**src/source/MemPipePkg.sv**
```systemverilog
// Shared definitions for the memory execution subsystem
// Data and address widths, op and region encodings, memory-map tags
// and the CSR window
package MemPipePkg;

    localparam int dataWidth   = 32;
    localparam int addrWidth   = 32;
    localparam int phyAddrWidth = 28;
    localparam int immWidth    = 12;
    localparam int alPtrWidth  = 6;
    localparam int csrImmWidth = 5;

    typedef logic [dataWidth-1:0]    DataPath;
    typedef logic [addrWidth-1:0]    AddrPath;
    typedef logic [phyAddrWidth-1:0] PhyAddrPath;
    // Address offset, doubles as the CSR number
    typedef logic [immWidth-1:0]     ImmPath;
    // Active-list ring of 64 entries
    typedef logic [alPtrWidth-1:0]   AlPtrPath;
    typedef logic [csrImmWidth-1:0]  CsrImmPath;

    typedef enum logic [2:0] {
        opLoad,
        opStore,
        opCsr,
        opFence,
        opNop
    } MemOpType;

    typedef enum logic [1:0] {
        csrWrite,
        csrSet,
        csrClear
    } CsrCode;

    typedef enum logic [1:0] {
        mapNone,
        mapMemory,
        mapUncached,
        mapIo
    } MemMapType;

    // Region tags in address bits 31:28
    localparam logic [3:0] mapMemoryTag   = 4'h8;
    localparam logic [3:0] mapUncachedTag = 4'h4;
    localparam logic [3:0] mapIoTag       = 4'h1;

    // Machine CSR window 0x300 to 0x303
    localparam ImmPath csrBaseNumber = 12'h300;
    localparam int     csrCount      = 4;

endpackage
```
**src/source/CacheFlushSequencer.sv**
```systemverilog
`timescale 1ns/1ps
// Cache flush sequencer
// Answers a flush request with completion after flushCycles cycles and
// holds completion until the request drops
module CacheFlushSequencer #(
    parameter int flushCycles = 6
) (
    input  logic  clk,
    input  logic  arstN,
    input  logic  cacheFlushReq,
    output logic  cacheFlushComplete
);

    localparam int countWidth = $clog2(flushCycles + 1);

    typedef enum logic [1:0] {
        idle,
        flushing,
        done
    } FlushState;

    FlushState               state;
    logic [countWidth-1:0]   count;

    always_ff @(posedge clk or negedge arstN) begin
        if (!arstN) begin
            state <= idle;
            count <= '0;
        end else begin
            case (state)
                idle: begin
                    count <= '0;
                    if (cacheFlushReq) begin
                        state <= flushing;
                    end
                end
                // Runs to the end even if the request drops
                flushing: begin
                    if (count == countWidth'(flushCycles - 1)) begin
                        state <= done;
                        count <= '0;
                    end else begin
                        count <= count + 1'b1;
                    end
                end
                default: begin
                    if (!cacheFlushReq) begin
                        state <= idle;
                    end
                end
            endcase
        end
    end

    assign cacheFlushComplete = (state == done);

    assert property (@(posedge clk) disable iff (!arstN) count <= countWidth'(flushCycles))
        else $error("flush counter overran: %0d", count);

endmodule

```
**src/source/CsrFile.sv**
```systemverilog
`timescale 1ns/1ps
// Machine CSR file, four registers at 0x300 to 0x303
// Read returns the old value combinationally; write, set and clear
// update on the clock edge
module CsrFile (
    input  logic                  clk,
    input  logic                  arstN,
    input  logic                  csrWe,
    input  MemPipePkg::ImmPath    csrNumber,
    input  MemPipePkg::DataPath   csrWriteValue,
    input  MemPipePkg::CsrCode    csrCode,
    output MemPipePkg::DataPath   csrReadOut
);

    MemPipePkg::DataPath  csrRegs [MemPipePkg::csrCount];
    MemPipePkg::ImmPath   csrOffset;
    logic [1:0]           csrIndex;
    logic                 inWindow;
    MemPipePkg::DataPath  nextValue;

    assign csrOffset = csrNumber - MemPipePkg::csrBaseNumber;
    assign csrIndex  = csrOffset[1:0];
    // Offset wraps for numbers below the base, so one compare covers both ends
    assign inWindow  = (csrOffset < MemPipePkg::ImmPath'(MemPipePkg::csrCount));

    assign csrReadOut = inWindow ? csrRegs[csrIndex] : '0;

    always_comb begin
        case (csrCode)
            MemPipePkg::csrWrite: nextValue = csrWriteValue;
            MemPipePkg::csrSet:   nextValue = csrReadOut | csrWriteValue;
            MemPipePkg::csrClear: nextValue = csrReadOut & ~csrWriteValue;
            default:              nextValue = csrReadOut;
        endcase
    end

    always_ff @(posedge clk or negedge arstN) begin
        if (!arstN) begin
            for (int i = 0; i < MemPipePkg::csrCount; i++) begin
                csrRegs[i] <= '0;
            end
        end else if (csrWe && inWindow) begin
            csrRegs[csrIndex] <= nextValue;
        end
    end

    // The stage gates csrWe from its own valid and stall logic
    assert property (@(posedge clk) disable iff (!arstN) !$isunknown(csrWe))
        else $error("csrWe unknown");

endmodule

```
**src/source/MemExecStage.sv**
```systemverilog
`timescale 1ns/1ps
// Memory execution stage for a single issue lane
// Holds the issued op for one cycle, selects bypassed operands, forms and
// classifies the address, checks the selective flush range and raises
// the load, CSR and FENCE.I flush requests
module MemExecStage (
    input  logic                     clk,
    input  logic                     arstN,
    input  logic                     stall,
    input  logic                     clear,
    input  logic                     inValid,
    input  MemPipePkg::MemOpType     inOpType,
    input  MemPipePkg::AlPtrPath     inAlPtr,
    input  MemPipePkg::ImmPath       inImm,
    input  logic                     inIsFenceI,
    input  MemPipePkg::CsrCode       inCsrCode,
    input  logic                     inCsrIsImm,
    input  MemPipePkg::CsrImmPath    inCsrImm,
    input  MemPipePkg::DataPath      inOperandA,
    input  MemPipePkg::DataPath      inOperandB,
    input  logic                     bypassValidA,
    input  logic                     bypassValidB,
    input  MemPipePkg::DataPath      bypassDataA,
    input  MemPipePkg::DataPath      bypassDataB,
    input  logic                     bypassReadyA,
    input  logic                     bypassReadyB,
    input  logic                     recoveryActive,
    input  MemPipePkg::AlPtrPath     flushHead,
    input  MemPipePkg::AlPtrPath     flushTail,
    input  logic                     flushAll,
    input  logic                     cacheFlushComplete,
    input  MemPipePkg::DataPath      csrReadOut,
    output logic                     dcReadReq,
    output MemPipePkg::PhyAddrPath   dcReadAddr,
    output logic                     dcReadUncached,
    output logic                     cacheFlushReq,
    output logic                     csrWe,
    output MemPipePkg::ImmPath       csrNumber,
    output MemPipePkg::DataPath      csrWriteValue,
    output MemPipePkg::CsrCode       csrCode,
    output logic                     outValid,
    output MemPipePkg::MemOpType     outOpType,
    output MemPipePkg::AlPtrPath     outAlPtr,
    output MemPipePkg::AddrPath      outAddr,
    output MemPipePkg::PhyAddrPath   outPhyAddr,
    output MemPipePkg::MemMapType    outMemMap,
    output MemPipePkg::DataPath      outData,
    output logic                     outRegValid
);

    // Pipeline register
    logic                    pipeValid;
    MemPipePkg::MemOpType    pipeOpType;
    MemPipePkg::AlPtrPath    pipeAlPtr;
    MemPipePkg::ImmPath      pipeImm;
    logic                    pipeIsFenceI;
    MemPipePkg::CsrCode      pipeCsrCode;
    logic                    pipeCsrIsImm;
    MemPipePkg::CsrImmPath   pipeCsrImm;
    MemPipePkg::DataPath     pipeOperandA;
    MemPipePkg::DataPath     pipeOperandB;

    MemPipePkg::DataPath     fuOpA;
    MemPipePkg::DataPath     fuOpB;
    logic                    opAValid;
    logic                    opBValid;
    logic                    regValid;
    logic                    inRange;
    logic                    flush;
    MemPipePkg::AddrPath     addr;
    MemPipePkg::MemMapType   memMap;

    always_ff @(posedge clk or negedge arstN) begin
        if (!arstN) begin
            pipeValid <= 1'b0;
        end else if (!stall) begin
            pipeValid <= inValid;
        end
    end

    always_ff @(posedge clk) begin
        if (!stall) begin
            pipeOpType   <= inOpType;
            pipeAlPtr    <= inAlPtr;
            pipeImm      <= inImm;
            pipeIsFenceI <= inIsFenceI;
            pipeCsrCode  <= inCsrCode;
            pipeCsrIsImm <= inCsrIsImm;
            pipeCsrImm   <= inCsrImm;
            pipeOperandA <= inOperandA;
            pipeOperandB <= inOperandB;
        end
    end

    // Operands, bypass wins when its valid bit is set
    assign fuOpA    = bypassValidA ? bypassDataA : pipeOperandA;
    assign fuOpB    = bypassValidB ? bypassDataB : pipeOperandB;
    assign opAValid = !bypassValidA || bypassReadyA;
    assign opBValid = !bypassValidB || bypassReadyB;

    // Address unit
    assign addr = fuOpA + {{(MemPipePkg::addrWidth - MemPipePkg::immWidth){pipeImm[11]}},
                           pipeImm};

    always_comb begin
        case (addr[31:28])
            MemPipePkg::mapMemoryTag:   memMap = MemPipePkg::mapMemory;
            MemPipePkg::mapUncachedTag: memMap = MemPipePkg::mapUncached;
            MemPipePkg::mapIoTag:       memMap = MemPipePkg::mapIo;
            default:                    memMap = MemPipePkg::mapNone;
        endcase
    end

    // Half-open ring range head..tail, empty when both match
    always_comb begin
        if (flushHead == flushTail) begin
            inRange = 1'b0;
        end else if (flushHead < flushTail) begin
            inRange = (pipeAlPtr >= flushHead) && (pipeAlPtr < flushTail);
        end else begin
            inRange = (pipeAlPtr >= flushHead) || (pipeAlPtr < flushTail);
        end
    end

    assign flush = recoveryActive && (flushAll || inRange);

    // FENCE.I holds the flush request while it sits here
    assign cacheFlushReq = pipeValid && (pipeOpType == MemPipePkg::opFence) && pipeIsFenceI;

    always_comb begin
        case (pipeOpType)
            MemPipePkg::opLoad,
            MemPipePkg::opStore: regValid = opAValid && opBValid;
            MemPipePkg::opCsr:   regValid = pipeCsrIsImm || opAValid;
            default:             regValid = 1'b1;
        endcase
        // Replay the fence until the caches are flushed
        if (cacheFlushReq && !cacheFlushComplete) begin
            regValid = 1'b0;
        end
    end

    assign outValid = pipeValid && !stall && !clear && !flush;

    // Data-cache read
    assign dcReadReq      = outValid && regValid && (pipeOpType == MemPipePkg::opLoad);
    assign dcReadAddr     = addr[MemPipePkg::phyAddrWidth-1:0];
    assign dcReadUncached = (memMap != MemPipePkg::mapMemory);

    // CSR request
    assign csrWe         = outValid && regValid && (pipeOpType == MemPipePkg::opCsr);
    assign csrNumber     = pipeImm;
    assign csrCode       = pipeCsrCode;
    assign csrWriteValue = pipeCsrIsImm ?
        {{(MemPipePkg::dataWidth - MemPipePkg::csrImmWidth){1'b0}}, pipeCsrImm} : fuOpA;

    // Next stage
    assign outOpType   = pipeOpType;
    assign outAlPtr    = pipeAlPtr;
    assign outAddr     = addr;
    assign outPhyAddr  = addr[MemPipePkg::phyAddrWidth-1:0];
    assign outMemMap   = memMap;
    assign outData     = (pipeOpType == MemPipePkg::opCsr) ? csrReadOut : fuOpB;
    assign outRegValid = regValid;

    assert property (@(posedge clk) disable iff (!arstN)
        dcReadReq |-> (pipeOpType == MemPipePkg::opLoad))
        else $error("dcReadReq with op type %0d", pipeOpType);

    assert property (@(posedge clk) disable iff (!arstN) stall |-> !outValid)
        else $error("outValid high during stall");

    // Flush request only from a FENCE.I captured last cycle or held by stall
    assert property (@(posedge clk) disable iff (!arstN)
        cacheFlushReq |-> $past(stall ? cacheFlushReq :
            (inValid && (inOpType == MemPipePkg::opFence) && inIsFenceI)))
        else $error("cacheFlushReq with op type %0d", pipeOpType);

endmodule

```
**src/source/MemExecTop.sv**
```systemverilog
`timescale 1ns/1ps
// Memory execution subsystem top
// Connects the execution stage to the CSR file and the cache flush sequencer
module MemExecTop #(
    parameter int flushCycles = 6
) (
    input  logic                     clk,
    input  logic                     arstN,
    input  logic                     stall,
    input  logic                     clear,
    input  logic                     inValid,
    input  MemPipePkg::MemOpType     inOpType,
    input  MemPipePkg::AlPtrPath     inAlPtr,
    input  MemPipePkg::ImmPath       inImm,
    input  logic                     inIsFenceI,
    input  MemPipePkg::CsrCode       inCsrCode,
    input  logic                     inCsrIsImm,
    input  MemPipePkg::CsrImmPath    inCsrImm,
    input  MemPipePkg::DataPath      inOperandA,
    input  MemPipePkg::DataPath      inOperandB,
    input  logic                     bypassValidA,
    input  logic                     bypassValidB,
    input  MemPipePkg::DataPath      bypassDataA,
    input  MemPipePkg::DataPath      bypassDataB,
    input  logic                     bypassReadyA,
    input  logic                     bypassReadyB,
    input  logic                     recoveryActive,
    input  MemPipePkg::AlPtrPath     flushHead,
    input  MemPipePkg::AlPtrPath     flushTail,
    input  logic                     flushAll,
    output logic                     dcReadReq,
    output MemPipePkg::PhyAddrPath   dcReadAddr,
    output logic                     dcReadUncached,
    output logic                     outValid,
    output MemPipePkg::MemOpType     outOpType,
    output MemPipePkg::AlPtrPath     outAlPtr,
    output MemPipePkg::AddrPath      outAddr,
    output MemPipePkg::PhyAddrPath   outPhyAddr,
    output MemPipePkg::MemMapType    outMemMap,
    output MemPipePkg::DataPath      outData,
    output logic                     outRegValid
);

    // CSR port
    logic                  csrWe;
    MemPipePkg::ImmPath    csrNumber;
    MemPipePkg::DataPath   csrWriteValue;
    MemPipePkg::CsrCode    csrCode;
    MemPipePkg::DataPath   csrReadOut;

    // Flush handshake
    logic                  cacheFlushReq;
    logic                  cacheFlushComplete;

    MemExecStage stage (.*);

    CsrFile csrFile (.*);

    CacheFlushSequencer #(
        .flushCycles(flushCycles)
    ) flushSequencer (.*);

endmodule

```
**config.mk**
```make
export PLATFORM = sky130hd
export DESIGN_NAME = MemExecTop
export DESIGN_NICKNAME = d
export VERILOG_FILES = /design/src/source/MemPipePkg.sv /design/src/source/CacheFlushSequencer.sv /design/src/source/CsrFile.sv /design/src/source/MemExecStage.sv /design/src/source/MemExecTop.sv
export SDC_FILE = /design/constraint.sdc
export NUM_CORES = 1
export LEC_CHECK = 0
export BUFFER_PORTS_ARGS = -buffer_cell sky130_fd_sc_hd__buf_2
export CAP_MARGIN = 20
export CORE_MARGIN = 2
export CORE_UTILIZATION = 55
export DETAILED_ROUTE_END_ITERATION = 7
export HOLD_SLACK_MARGIN = 0.03
export PLACE_DENSITY = 0.82
export SYNTH_ARGS = -nofsm -noshare
export SYNTH_HDL_FRONTEND = slang
export SYNTH_SLANG_ARGS = --single-unit
```
**constraint.sdc**
```tcl
create_clock -name clk -period 8.45 [get_ports clk]
set_input_delay 1.2675 -clock clk [delete_from_list [all_inputs] [get_ports clk]]
set_output_delay 1.2675 -clock clk [all_outputs]
set_load 0.02 [all_outputs]
```
Word-level counts from Yosys, hierarchy flattened
Index checks and enable logic that the tools add are counted.

Bits in registers: 228. Input bits: 181. Word-level logic and storage cells: 99.

$add $sub $neg: 3. $lt $le $gt $ge: 6. Eq/ne operators: 16. Multiplexer cells: 23. Bitwise operators: 4. Reduce and logical (&&, ||, !) cells: 31.

Operator list (number): $mux W32 (8); $bwmux W128 (1); $pmux W32 S3 (1); $bmux W32 S2 (1); $demux W32 S2 (1); $add A32 B32 Y32 (1); $and A32 B32 Y32 (1); $not A32 Y32 (1); $or A32 B32 Y32 (1); $logic_and A1 B1 Y1 (14); $lt A12 B3 Y1 const B (1); $lt A6 B6 Y1 (2); $sub A12 B10 Y12 const B (1); $eq A3 B2 Y1 const B (2); $eq A6 B6 Y1 (1); $ge A6 B6 Y1 (1); $logic_not A1 Y1 (6); $mux W2 (3); $ne A2 B1 Y1 const B (3); $pmux W2 S3 (1); $pmux W3 S2 (1); $logic_or A1 B1 Y1 (5); $eq A2 B1 Y1 const B (2); $eq A2 B2 Y1 const B (2); other kinds (19) (22).

Depth between registers and ports, before layout
Word-level depth: 11. Depth in mapped cells: 16. Mapped depth without buffers: 14.

Cells and area by module
A second synthesis with hierarchy kept.

Cells, all modules: 1176. Area total of the unflattened synthesis: 13559.3 sq um.

Modules (own cells, without submodules): MemExecStage (times used 1, cells each 652, area each 6815.3 sq um); CsrFile (times used 1, cells each 499, area each 6485.0 sq um); CacheFlushSequencer (times used 1, cells each 25, area each 259.0 sq um).

Worst setup path before layout
No wires, ideal clock.

Path type: input to output. Start point: in bypassValidA. End point: out outMemMap[0]. Arrival: 4.898 ns. Setup slack: 2.285 ns. Cell stages on the path: 14. Buffers on the path: 2. Cell sequence: clkbuf_1 clkbuf_1 mux2_2 ha_1 and2_1 a221oi_1 a21boi_1 o311ai_2 a211oi_1 or2_1 o211ai_1 inv_1 xnor2_1 nor3_1.

Longest elaborated chain between the ends: 4.

Ends and longest elaborated chain: start: declaration (line MemExecTop.sv:21) `input logic bypassValidA,`; $mux W32 * (line MemExecStage.sv:96) `assign fuOpA = bypassValidA ? bypassDataA : pipeOperandA;`; $add A32 B32 Y32 * (line MemExecStage.sv:102) `assign addr = fuOpA + {{(MemPipePkg::addrWidth - MemPipePkg::immWidth){pipeImm[11]}},`; via outAddr[28] (line MemExecTop.sv:37) `output MemPipePkg::AddrPath outAddr,`; $eq A4 B1 Y1, or another cell as far along (line MemExecStage.sv:106) `case (addr[31:28])`; $pmux W2 S3 * (line MemExecStage.sv:106); end: declaration (line MemExecTop.sv:39) `output MemPipePkg::MemMapType outMemMap,`.

The timed path passes the listed nets; every way through them passes the cells marked *.

Worst setup path in the final report
Start point: in bypassValidA. End point: out outMemMap[0].

Longest elaborated chain between the ends: 4.

Ends and longest elaborated chain (line): $mux W32 * (MemExecStage.sv:96); $add A32 B32 Y32 * (MemExecStage.sv:102); $eq A4 B1 Y1, or another cell as far along (MemExecStage.sv:106); $pmux W2 S3 * (MemExecStage.sv:106).

Mark *: on every way between the ends. The rest lies on a longest branch, timed or not.

==> summary.md <==
| Metric | Value |
|---|---|
| Total grt overflow | `0` |
| H-tree levels | `1` |
| Layout cells sized above 1 | `0.395` |
| Leading cell type in the layout, fill and taps excluded | `buf_2` |
| Pre-CTS setup slack | `2.05 ns` |
| Max Clock Freq | `156 MHz` |
| Avg Cell Area, Syn | `11.8 sq um` |
| Sequential power share | `0.377` |
| Hold Crit Depth | `1` |
| Std cell rows | `56` |
| Reg-to-reg slack, setup | `4.96 ns` |
| Via-to-Cell Ratio | `5.80` |
| Post-CTS Hold Fix Bufs | `0` |
| Crit path DAT | `5.14 ns` |
| Min Tclk post-route | `6.41 ns` |
| Outcome | `complete, no violations` |
| R2r endpoint | `csrFile.csrRegs[114]$_DFFE_PN0P_` |
| P_leak | `7.14 nW` |
| Ys flop type | `dfrtp_1` |
| Clock power share | `0.338` |
| Final hold violation count | `0` |
| Max Buffers Root-to-Sink | `3` |
| Rel. slew slack | `0.327` |
| Vias after detailed routing | `9871` |
| Setup violations, final | `0` |
| EDFF count, synth | `94` |
| RSZ-0062 raised after global routing | `false` |
| Period utilisation layout | `0.758` |
| Crit Path Category | `input pin to output port` |
| CTS buffer count | `25` |
| WL/cell | `20.3 microns` |
| Post-route insts no fill | `1703` |
| Root buffer cell | `clkbuf_16` |
| I/O Pins | `316` |
| Largest net degree at the start of global routing | `85` |
| Initial drt markers | `725` |
| Routed WL | `34.6 mm` |
| Switching Share | `0.332` |
| N_diodes | `0` |
| PortBufs | `315` |
| Dpl hpwl | `24.2 mm` |
| Kind of end point of the critical path | `output port` |
| Nets | `1596` |
| Area grow syn2layout | `16.9%` |
| Worst path required time | `7.18 ns` |
| Sequential area share after synthesis | `0.465` |
| Post-Syn Instances | `1124` |
| Die height | `159 microns` |
| Fill count | `1764` |
| Initial antenna violation count | `0` |
| Vias in the first global route | `9914` |
| Switching Power | `1.08 mW` |
| First-pass GRT wire length | `53.8 mm` |
| Launch point of the worst reg-to-reg path | `stage.csrNumber[5]$_DFFE_PN_` |
| Post-route ant nets | `0` |
| TritonCTS clock tree | `built` |
| Async set-reset flop share out of synthesis | `0.588` |
| Worst setup margin | `2.04 ns` |
| Fin Clk Skew | `0.0120 ns` |
| GPL Wtd Cong | `0.942` |
| Post-synthesis net count | `1354` |
| Warnings from Yosys | `0` |
| # DRC | `0` |
| Synthesized area | `13300 sq um` |
| Commonest cells after routing, fill and taps aside | `buf_2, dfrtp_1, mux2_2, a21oi_1, edfxtp_1` |
| Startpoint types | `input pin` |
| Yosys reg bits | `228` |
| Max Cap Viol | `0` |
| Post-CTS Setup Inserts | `0` |
| Worst Path Max Fanout | `33` |
| Clk slew on worst S/H paths | `0.06 ns` |
| Combinational power share | `0.285` |
| Fin. max-slew vios | `0` |
| Setup TNS Final | `0 ns` |
| Clock sinks | `228` |
| Pre-antenna DRT Iters | `5` |
| Die ar. | `25400 sq um` |
| Starting Density | `0.562` |
| Yosys cell types | `61` |
| Hold_ws | `0.484 ns` |
| Die X | `159 microns` |
| Clock latency on the worst-skew pair | `0.53 ns` |
| Reg2reg path depth | `8` |
| HP Class | `flop to flop` |
| Overall Power | `3.27 mW` |
| Worst hold path endpoint | `csrFile.csrRegs[113]$_DFFE_PN0P_` |
| Worst vdd ir | `0.155 mV` |
| CTS resizes | `0` |
| Pwr dens | `211 nW/um^2` |
| Slew @ Worst Pin | `1.01 ns` |
| DP Cell Count | `1656` |
| Core area | `23600 sq um` |
| Hold Startpoint | `csrFile.csrRegs[113]$_DFFE_PN0P_` |
| Cell-internal power | `2.19 mW` |
| Gr usage total | `0.268` |
==> sequential cells by signal, indices dropped and copies added, names as in the netlist <==
name and cells:
csrFile.csrRegs 128, stage.pipeOperandA 32, stage.pipeOperandB 32, stage.csrNumber 12, stage.outAlPtr 6, stage.pipeCsrImm 5, flushSequencer.count 3, stage.outOpType 3
flushSequencer.state 2, stage.csrCode 2, stage.pipeCsrIsImm 1, stage.pipeIsFenceI 1, stage.pipeValid 1
==> metal layers <==
| metal | part of all wire | track usage |
|---|---|---|
| met1 | 0.42 | 0.353 |
| met2 | 0.48 | 0.449 |
| met3 | 0.075 | 0.0552 |
| met4 | 0.027 | 0.0831 |
| met5 | 0 | 0 |
==> synthesized netlist by cell type, drive strengths merged (9+ instances only) <==
library cell	number	area share
nor2b	39	0.018
ha	48	0.045
a211oi	38	0.021
nand2	79	0.023
nor2	21	0.0065
a21o	20	0.011
o21ai	50	0.019
buf	73	0.043
dfrtp	134	0.25
inv	32	0.0090
mux4	32	0.054
nand3	11	0.0041
a21oi	105	0.040
nand2b	34	0.016
mux2	160	0.14
edfxtp	94	0.21
xnor2	21	0.014
clkbuf	43	0.012
nor3	9	0.0034
==> metrics by stage <==
stage | util | cell area (sq um)
2_1_floorplan | - | 13300
3_3_place_gp | 0.620 | 14600
3_5_place_dp | 0.620 | 14600
4_1_cts | 0.655 | 15500
5_1_grt | 0.657 | 15500
6_report | 0.657 | 15500
==> logic make-up after synthesis <==
logic type / Yosys count / share of synthesized area
fa+ha+maj: 49 / 0.0467
simple gates: 219 / 0.0890
xor+xnor: 27 / 0.0178
flops: 228 / 0.465
compound gates: 254 / 0.118
mux: 199 / 0.199
buf+inv: 148 / 0.0645
==> power groups by stage <==
| stage | registers [mW] | clock network, mW | logic, mW |
|---|---|---|---|
| floorplan | 1.25 | 0 | 0.725 |
| global placement | 1.25 | 0 | 0.917 |
| detailed placement | 1.25 | 0 | 0.929 |
| CTS | 1.23 | 1.12 | 0.933 |
| global route | 1.24 | 1.17 | 0.997 |
| finish | 1.23 | 1.10 | 0.933 |
==> worst max-delay path: stages <==
cell and delay, ns:
buf_2 0.68, mux2_2 0.44, ha_1 0.38, and2_1 0.18
a221oi_1 0.36, a21boi_1 0.17, o311ai_2 0.32, a211oi_1 0.16
or2_1 0.26, o211ai_1 0.30, inv_1 0.11, xnor2_1 0.14
nor3_1 0.13, buf_2 0.19
==> how the worst max path moves through the flow <==
stage          cells past startpoint    startpoint            to  slack, ns
6_report                          14  bypassValidA  outMemMap[0]       2.04
5_1_grt                           14  bypassValidA  outMemMap[0]       1.77
2_1_floorplan                     14  bypassValidA  outMemMap[0]       2.28
4_1_cts                           14  bypassValidA  outMemMap[0]       2.04
3_3_place_gp                      14  bypassValidA  outMemMap[0]       2.10
3_5_place_dp                      14  bypassValidA  outMemMap[0]       2.05
==> cell type report <==
class	count	area [sq um]	share of cell area
Clock buffer	38	767	0.0494
Sequential cell	228	6180	0.398
Multi-Input combinational cell	748	6250	0.403
Tap cell	319	399	0.0257
Inverter	32	123	0.00790
Timing Repair Buffer	331	1730	0.112
Clock inverter	7	67.6	0.00435
(Power assumes the default switching activity.)
